## config.mk

```make
export PLATFORM = sky130hd
export DESIGN_NAME = pc_unit
export DESIGN_NICKNAME = d
export VERILOG_FILES = /design/src/pc_pkg.sv /design/src/flag_condition.sv /design/src/jump_target.sv /design/src/pc_counter.sv /design/src/pc_unit.sv
export SDC_FILE = /design/constraint.sdc
export NUM_CORES = 1
export LEC_CHECK = 0
export ABC_AREA = 1
export BUFFER_PORTS_ARGS = -buffer_cell sky130_fd_sc_hd__buf_2
export CORE_UTILIZATION = 45
export CTS_CLUSTER_DIAMETER = 100
export DETAILED_ROUTE_END_ITERATION = 8
export PLACE_DENSITY = 0.65
export SLEW_MARGIN = 10
export SYNTH_ARGS = -nofsm -noshare
export SYNTH_HDL_FRONTEND = slang
export SYNTH_SLANG_ARGS = --single-unit
```

## constraint.sdc

```tcl
create_clock -name clk -period 4.9 [get_ports clk]
set_clock_uncertainty 0.15 [all_clocks]
set_input_delay 0 -clock clk [delete_from_list [all_inputs] [get_ports clk]]
set_output_delay 0 -clock clk [all_outputs]
set_load 0.02 [all_outputs]
```

## src/pc_pkg.sv

```systemverilog
package pc_pkg;

  // width of the code address
  localparam int unsigned addr_w = 16;

  // width of the data bus
  localparam int unsigned data_w = 8;

  // extra bits above a data byte once it is widened to a code address
  localparam int unsigned ext_w = addr_w - data_w;

  // program counter value after reset
  localparam logic [addr_w-1:0] pc_rst_val = '0;

  // fetch address opcodes
  // only the three jump types produce a target
  typedef enum logic [2:0] {
    // idle command, the pc just counts or holds
    pc_op_nop        = 3'd0,
    // stage a high byte for a later far jump
    pc_op_load_tmp   = 3'd1,
    // new low byte, high byte unchanged
    pc_op_jump_lo    = 3'd2,
    // staged high byte with the data byte as low byte
    pc_op_jump_far   = 3'd3,
    // pc plus the signed data byte
    pc_op_branch_rel = 3'd4
  } pc_op_e;

  // jump conditions, tested against the stored alu flags
  typedef enum logic [2:0] {
    cond_always    = 3'd0,
    cond_zero      = 3'd1,
    cond_not_zero  = 3'd2,
    cond_carry     = 3'd3,
    cond_not_carry = 3'd4,
    cond_negative  = 3'd5
  } pc_cond_e;

  // one command per clock
  // 3 + 3 + 8 = 14 bits
  typedef struct packed {
    pc_op_e            op;
    pc_cond_e          cond;
    logic [data_w-1:0] data;
  } pc_cmd_t;

  // alu flags as written by the datapath
  // overflow is kept but no condition looks at it
  typedef struct packed {
    logic zero;
    logic carry;
    logic negative;
    logic overflow;
  } pc_flags_t;

  // jump address for the current command
  // jump is high only for a jump type opcode
  typedef struct packed {
    logic              jump;
    logic [addr_w-1:0] addr;
  } pc_target_t;

endpackage

```

## src/flag_condition.sv

```systemverilog
`timescale 1ns/1ps

module flag_condition
  import pc_pkg::*;
(
  input  logic      clk,
  input  logic      rst,
  input  pc_cond_e  cond,
  input  pc_flags_t flags,
  input  logic      flags_we,
  output logic      taken
);

  // last flags written by the alu
  pc_flags_t flags_q;

  // individual stored flags, named for the condition decode
  logic flag_z;
  logic flag_c;
  logic flag_n;

  // flag register
  // loads on the strobe edge only
  // a command in the same cycle still sees the old value
  always_ff @(posedge clk)
  begin
    if (rst)
    begin
      flags_q <= '0;
    end
    else if (flags_we)
    begin
      flags_q <= flags;
    end
  end

  assign flag_z = flags_q.zero;
  assign flag_c = flags_q.carry;
  assign flag_n = flags_q.negative;

  // condition decode
  // purely combinational from cond and the stored flags
  always_comb
  begin
    case (cond)
      cond_always:
      begin
        taken = 1'b1;
      end
      cond_zero:
      begin
        taken = flag_z;
      end
      cond_not_zero:
      begin
        taken = ~flag_z;
      end
      cond_carry:
      begin
        taken = flag_c;
      end
      cond_not_carry:
      begin
        taken = ~flag_c;
      end
      cond_negative:
      begin
        taken = flag_n;
      end
      // unused encodings never jump
      default:
      begin
        taken = 1'b0;
      end
    endcase
  end

endmodule

```

## src/jump_target.sv

```systemverilog
`timescale 1ns/1ps

module jump_target
  import pc_pkg::*;
(
  input  logic              clk,
  input  logic              rst,
  input  pc_cmd_t           cmd,
  input  logic [addr_w-1:0] pc,
  output pc_target_t        target
);

  // staged high byte for far jumps
  logic [data_w-1:0] tmp_hi;

  // high byte of the current pc
  logic [ext_w-1:0] pc_hi;

  // data byte widened with its sign bit
  logic [addr_w-1:0] rel_ofs;

  // pc plus offset
  // carry out of bit 15 is dropped, so the sum wraps
  logic [addr_w-1:0] rel_addr;

  // temporary high register
  // written by load_tmp whatever the condition field holds
  always_ff @(posedge clk)
  begin
    if (rst)
    begin
      tmp_hi <= '0;
    end
    else if (cmd.op == pc_op_load_tmp)
    begin
      tmp_hi <= cmd.data;
    end
  end

  assign pc_hi = pc[addr_w-1:data_w];

  // sign extension of the branch offset
  assign rel_ofs = {{ext_w{cmd.data[data_w-1]}}, cmd.data};

  assign rel_addr = pc + rel_ofs;

  // address forming per opcode
  // non jump opcodes leave jump low and park the address on pc
  always_comb
  begin
    target.jump = 1'b0;
    target.addr = pc;
    case (cmd.op)
      // short jump within the current 256 byte page
      pc_op_jump_lo:
      begin
        target.jump = 1'b1;
        target.addr = {pc_hi, cmd.data};
      end
      // full 16 bit jump
      // high byte must have been staged earlier
      pc_op_jump_far:
      begin
        target.jump = 1'b1;
        target.addr = {tmp_hi, cmd.data};
      end
      // relative to the address of this command
      pc_op_branch_rel:
      begin
        target.jump = 1'b1;
        target.addr = rel_addr;
      end
      // nop and load_tmp
      default:
      begin
        target.jump = 1'b0;
        target.addr = pc;
      end
    endcase
  end

endmodule

```

## src/pc_counter.sv

```systemverilog
`timescale 1ns/1ps

module pc_counter
  import pc_pkg::*;
(
  input  logic              clk,
  input  logic              rst,
  input  logic              run,
  input  logic              taken,
  input  pc_target_t        target,
  output logic [addr_w-1:0] pc,
  output logic              jumped
);

  // jump opcode with its condition met
  logic load;

  // pc for the next edge
  logic [addr_w-1:0] pc_next;

  // count step
  // wraps from ffff to 0000 on its own
  logic [addr_w-1:0] pc_inc;

  assign load = taken & target.jump;

  assign pc_inc = pc + 1'b1;

  // next pc select
  // a taken jump wins even with run low
  always_comb
  begin
    if (load)
    begin
      pc_next = target.addr;
    end
    else if (run)
    begin
      pc_next = pc_inc;
    end
    else
    begin
      // stalled
      pc_next = pc;
    end
  end

  // pc register and jump pulse
  // both change on the edge that samples the command
  always_ff @(posedge clk)
  begin
    if (rst)
    begin
      pc     <= pc_rst_val;
      jumped <= 1'b0;
    end
    else
    begin
      pc     <= pc_next;
      // high for one cycle after a loaded target
      jumped <= load;
    end
  end

endmodule

```

## src/pc_unit.sv

```systemverilog
`timescale 1ns/1ps

module pc_unit
  import pc_pkg::*;
(
  input  logic              clk,
  input  logic              rst,
  input  pc_cmd_t           cmd,
  input  pc_flags_t         flags,
  input  logic              flags_we,
  input  logic              run,
  output logic [addr_w-1:0] pc,
  output logic              jumped
);

  // condition result for the current command
  logic taken;

  // jump address for the current command
  pc_target_t target;

  // flags and condition check
  flag_condition u_flag_condition (
    .clk      (clk),
    .rst      (rst),
    .cond     (cmd.cond),
    .flags    (flags),
    .flags_we (flags_we),
    .taken    (taken)
  );

  // staged high byte and address forming
  // needs the live pc for jump_lo and branch_rel
  jump_target u_jump_target (
    .clk    (clk),
    .rst    (rst),
    .cmd    (cmd),
    .pc     (pc),
    .target (target)
  );

  // the one pc register
  pc_counter u_pc_counter (
    .clk    (clk),
    .rst    (rst),
    .run    (run),
    .taken  (taken),
    .target (target),
    .pc     (pc),
    .jumped (jumped)
  );

endmodule

```

==> impl_metrics.json <==
{
  "run_status": "complete, no violations",
  "place.gp.congestion": 0.845,
  "critical_path_depth": 13,
  "post_synth_design_cell_area_um2": 2710,
  "initial_standard_cell_utilization_of_the_core": 0.480,
  "placement_rows": 27,
  "initialDrtViolationCount": 169,
  "die_area_um2": 6330,
  "min_delay_path_depth": 6,
  "dr_total_vias": 3043,
  "globalRoute.busiestLayer": "met2",
  "area.growth.synth_to_final_pct": 22.9,
  "final.period_utilization": 0.457,
  "cp_slowest_cell": "dfxtp_1",
  "finalSetupViolations": 0,
  "grt_first_pass_wirelength_um": 12700,
  "power-per-cell-area_nw_per_um2": 215,
  "yosysUniqueCellTypes": 34,
  "drc": 0,
  "design.final.nets": 570,
  "clockRootBuffer": "clkbuf_8",
  "critical_path_buf_inv_count": 2,
  "setup_total_negative_slack_ns": 0,
  "met1_capacity_usage_during_global_routing": 0.325,
  "global_route.usage.met2": 0.456,
  "grt_use_total": 0.255,
  "io_buffers": 37,
  "max-clock-path-buffers": 2,
  "num_io_pins": 39,
  "vdd_drop_max_v": 0.000175,
  "cpPeakStageDelay_ns": 0.43,
  "max_cap_violations": 0,
  "first_global_vias": 2747,
  "critPathTopFamily": "simple AND/OR/NAND/NOR gates",
  "maxSlewHeadroom": 0.644,
  "synth-seq-area-share": 0.207,
  "grt_max_degree": 26,
  "worst_setup_path_end_kind": "flip-flop",
  "synthesis.nets": 503,
  "die-height_um": 79.6,
  "grt_remaining_overflow": 0,
  "yosys_warnings": 0,
  "critPathRequiredTime_ns": 4.93,
  "rsz_0062_raised_after_global_routing": "no",
  "final.min_clock_period_ns": 2.24,
  "cp_cell_sequence": "ha_1 > inv_1 > fa_1 > inv_1 > nand3_1 > nand3_1 > nand2_1 > nand3_1 > nand2_1 > nand3_1 > nand2_1 > a21oi_1 > nor2_1",
  "path_common_cell": "nand3_1",
  "timing_hold_violations_final": 0,
  "post_synth_inst_count": 464,
  "worstPathArrival_ns": 2.27,
  "drt-total-wl_um": 7650,
  "vias_per_cell": 5.05,
  "antenna_violating_nets_post_route": 0,
  "antenna_found_initial": 0,
  "clk_transition_reported_paths_ns": 0.10,
  "placed_cell_area_um2": 2920,
  "worst_setup_path_start_kind": "flip-flop",
  "diodes": 0,
  "worst_reg2reg_path_length_in_cells": 13,
  "clk-insertion-delay-late_ns": 0.28,
  "synth_top_area_share": 0.226,
  "most_frequent_standard_cell_in_the_layout_excluding_fill_and_tap_cells": "nand2_1",
  "stdcell_area_um2": 3330,
  "postSynthAreaPerCell_um2": 5.84,
  "most_frequent_cells_in_the_layout": "163 x nand2_1, 65 x inv_1, 45 x nand3_1",
  "die-width_um": 79.6,
  "numCtsBuffers": 3,
  "worstMarginPinSlew_ns": 0.532,
  "ys_seq_elements": 28,
  "clock.fmax_mhz": 446,
  "total_leakage_power_nw": 1.72,
  "average_detailed_routed_wire_length_per_instance_um": 12.7,
  "core_area_um2": 5640,
  "tritoncts": "done",
  "post-dp-hpwl_um": 5720,
  "hold_path.class": "in2reg",
  "path_class": "reg2reg",
  "grt_use_met3": 0.0331,
  "cell_accounting_for_the_most_synthesized_area": "nand2_1",
  "htree_num_levels": 1,
  "clock_sinks": 28,
  "post_synth_main_area_contributors": "nand2_1 23%, dfxtp_1 21%, inv_1 9.0%, nand3_1 8.3%, ha_1 7.4%",
  "timing_max_transition_violations_final": 0,
  "timing.critical_path.fanout_max": 5,
  "layout-drive-gt1-share": 0.119,
  "final_core_util": 0.590,
  "post-cts-setup-buffer-count": 0,
  "drt-pass1-iter-count": 4
}
-- through the flow --
| stage | setup slack (ns) | instances | power, mW | hold slack (ns) |
|---|---|---|---|---|
| 6_report | 2.66 | 602 | 0.716 | 0.0484 |
| 5_1_grt | 2.54 | 602 | 0.766 | 0.0762 |
| 4_1_cts | 2.68 | 602 | 0.715 | 0.0488 |
| 3_5_place_dp | 2.70 | 564 | 0.515 | 0.0824 |
| 3_3_place_gp | 2.74 | 564 | 0.511 | 0.0763 |
| 2_1_floorplan | 2.84 | 464 | 0.452 | -0.0809 |
-- cells by family after synthesis --
family                     Yosys count  synth area share
buffers and inverters               78             0.121
and+or+nand+nor                    265             0.422
DFF                                 28             0.207
adders and majority gates           17            0.0813
xor gates and xnor gates            10            0.0323
AOI/OAI and AO/OA                   66             0.136
-- metal layers --
| metal | wire length (um) | share of wire |
|---|---|---|
| met2 | 3780 | 0.49 |
| met3 | 252 | 0.033 |
| met1 | 3540 | 0.46 |
| met4 | 74 | 0.0097 |
| met5 | 0 | 0 |
-- flip-flops by register name, indices dropped and copies added, names as in the netlist --
| name | cells |
|---|---|
| u_flag_condition.flag_n | 1 |
| u_flag_condition.flag_c | 1 |
| u_pc_counter.pc | 16 |
| u_jump_target.tmp_hi | 8 |
| u_flag_condition.flag_z | 1 |
| u_pc_counter.jumped | 1 |
-- cells in the mapped netlist --
library cell  number
nand2_1          163
inv_1             65
nand3_1           45
a21oi_1           36
nor2_1            32
dfxtp_1           28
ha_1              16
o21ai_0           13
xor2_1            10
nor3_1             6
a21oi_2            5
inv_2              4
a31oi_1            3
buf_2              3
buf_6              3
nand2_4            3
o21ai_1            3
buf_4              2
nand2_2            2
nand3b_1           2
nand4_1            2
nor2_2             2
nor2_4             2
o211ai_1           2
o22ai_1            2
or2_2              2
a22o_1             1
a32o_1             1
and2_1             1
clkbuf_1           1
fa_1               1
nand3_2            1
nor3b_2            1
or2_1              1
-- area by class of cell --
class | count | area [um^2]
clock buffers | 3 | 41.3
clock inverters | 1 | 30.0
multi-input cells | 358 | 1820
fillers | 583 | 2310
inverters | 69 | 259
repair buffers | 71 | 526
flip-flops and latches | 28 | 561
well taps | 72 | 90.1
-- report_power, final --
part / total (mW) / internal (mW) / switching (mW) / leakage (nW)
clock network: 0.186 / 0.110 / 0.0768 / 0.0357
logic: 0.262 / 0.0995 / 0.163 / 1.45
registers: 0.267 / 0.244 / 0.0235 / 0.230
-- final timing paths --
| check | from | endpoint | slack [ns] |
|---|---|---|---|
| max | u_pc_counter.pc[0]$_SDFFE_PP0P_ | u_pc_counter.pc[8]$_SDFFE_PP0P_ | 2.66 |
| min | cmd[13] | u_pc_counter.pc[4]$_SDFFE_PP0P_ | 0.05 |
| max reg2reg | u_pc_counter.pc[0]$_SDFFE_PP0P_ | u_pc_counter.pc[8]$_SDFFE_PP0P_ | 2.66 |
| min reg2reg | u_jump_target.tmp_hi[7]$_SDFFE_PP0N_ | u_jump_target.tmp_hi[7]$_SDFFE_PP0N_ | 0.34 |
-- worst reg2reg max path, stage by stage (launching register included) --
cell and delay, ns:
dfxtp_1 0.43, ha_1 0.22, inv_1 0.06, fa_1 0.36, inv_1 0.12, nand3_1 0.08
nand3_1 0.16, nand2_1 0.10, nand3_1 0.07, nand2_1 0.05, nand3_1 0.09, nand2_1 0.08
a21oi_1 0.12, nor2_1 0.05
-- what timing repair did --
action                    in CTS  in global routing
hold buffers                  34                  0
resized for setup              0                  0
hold endpoints to repair      17                  0
(Power assumes the default switching activity.)
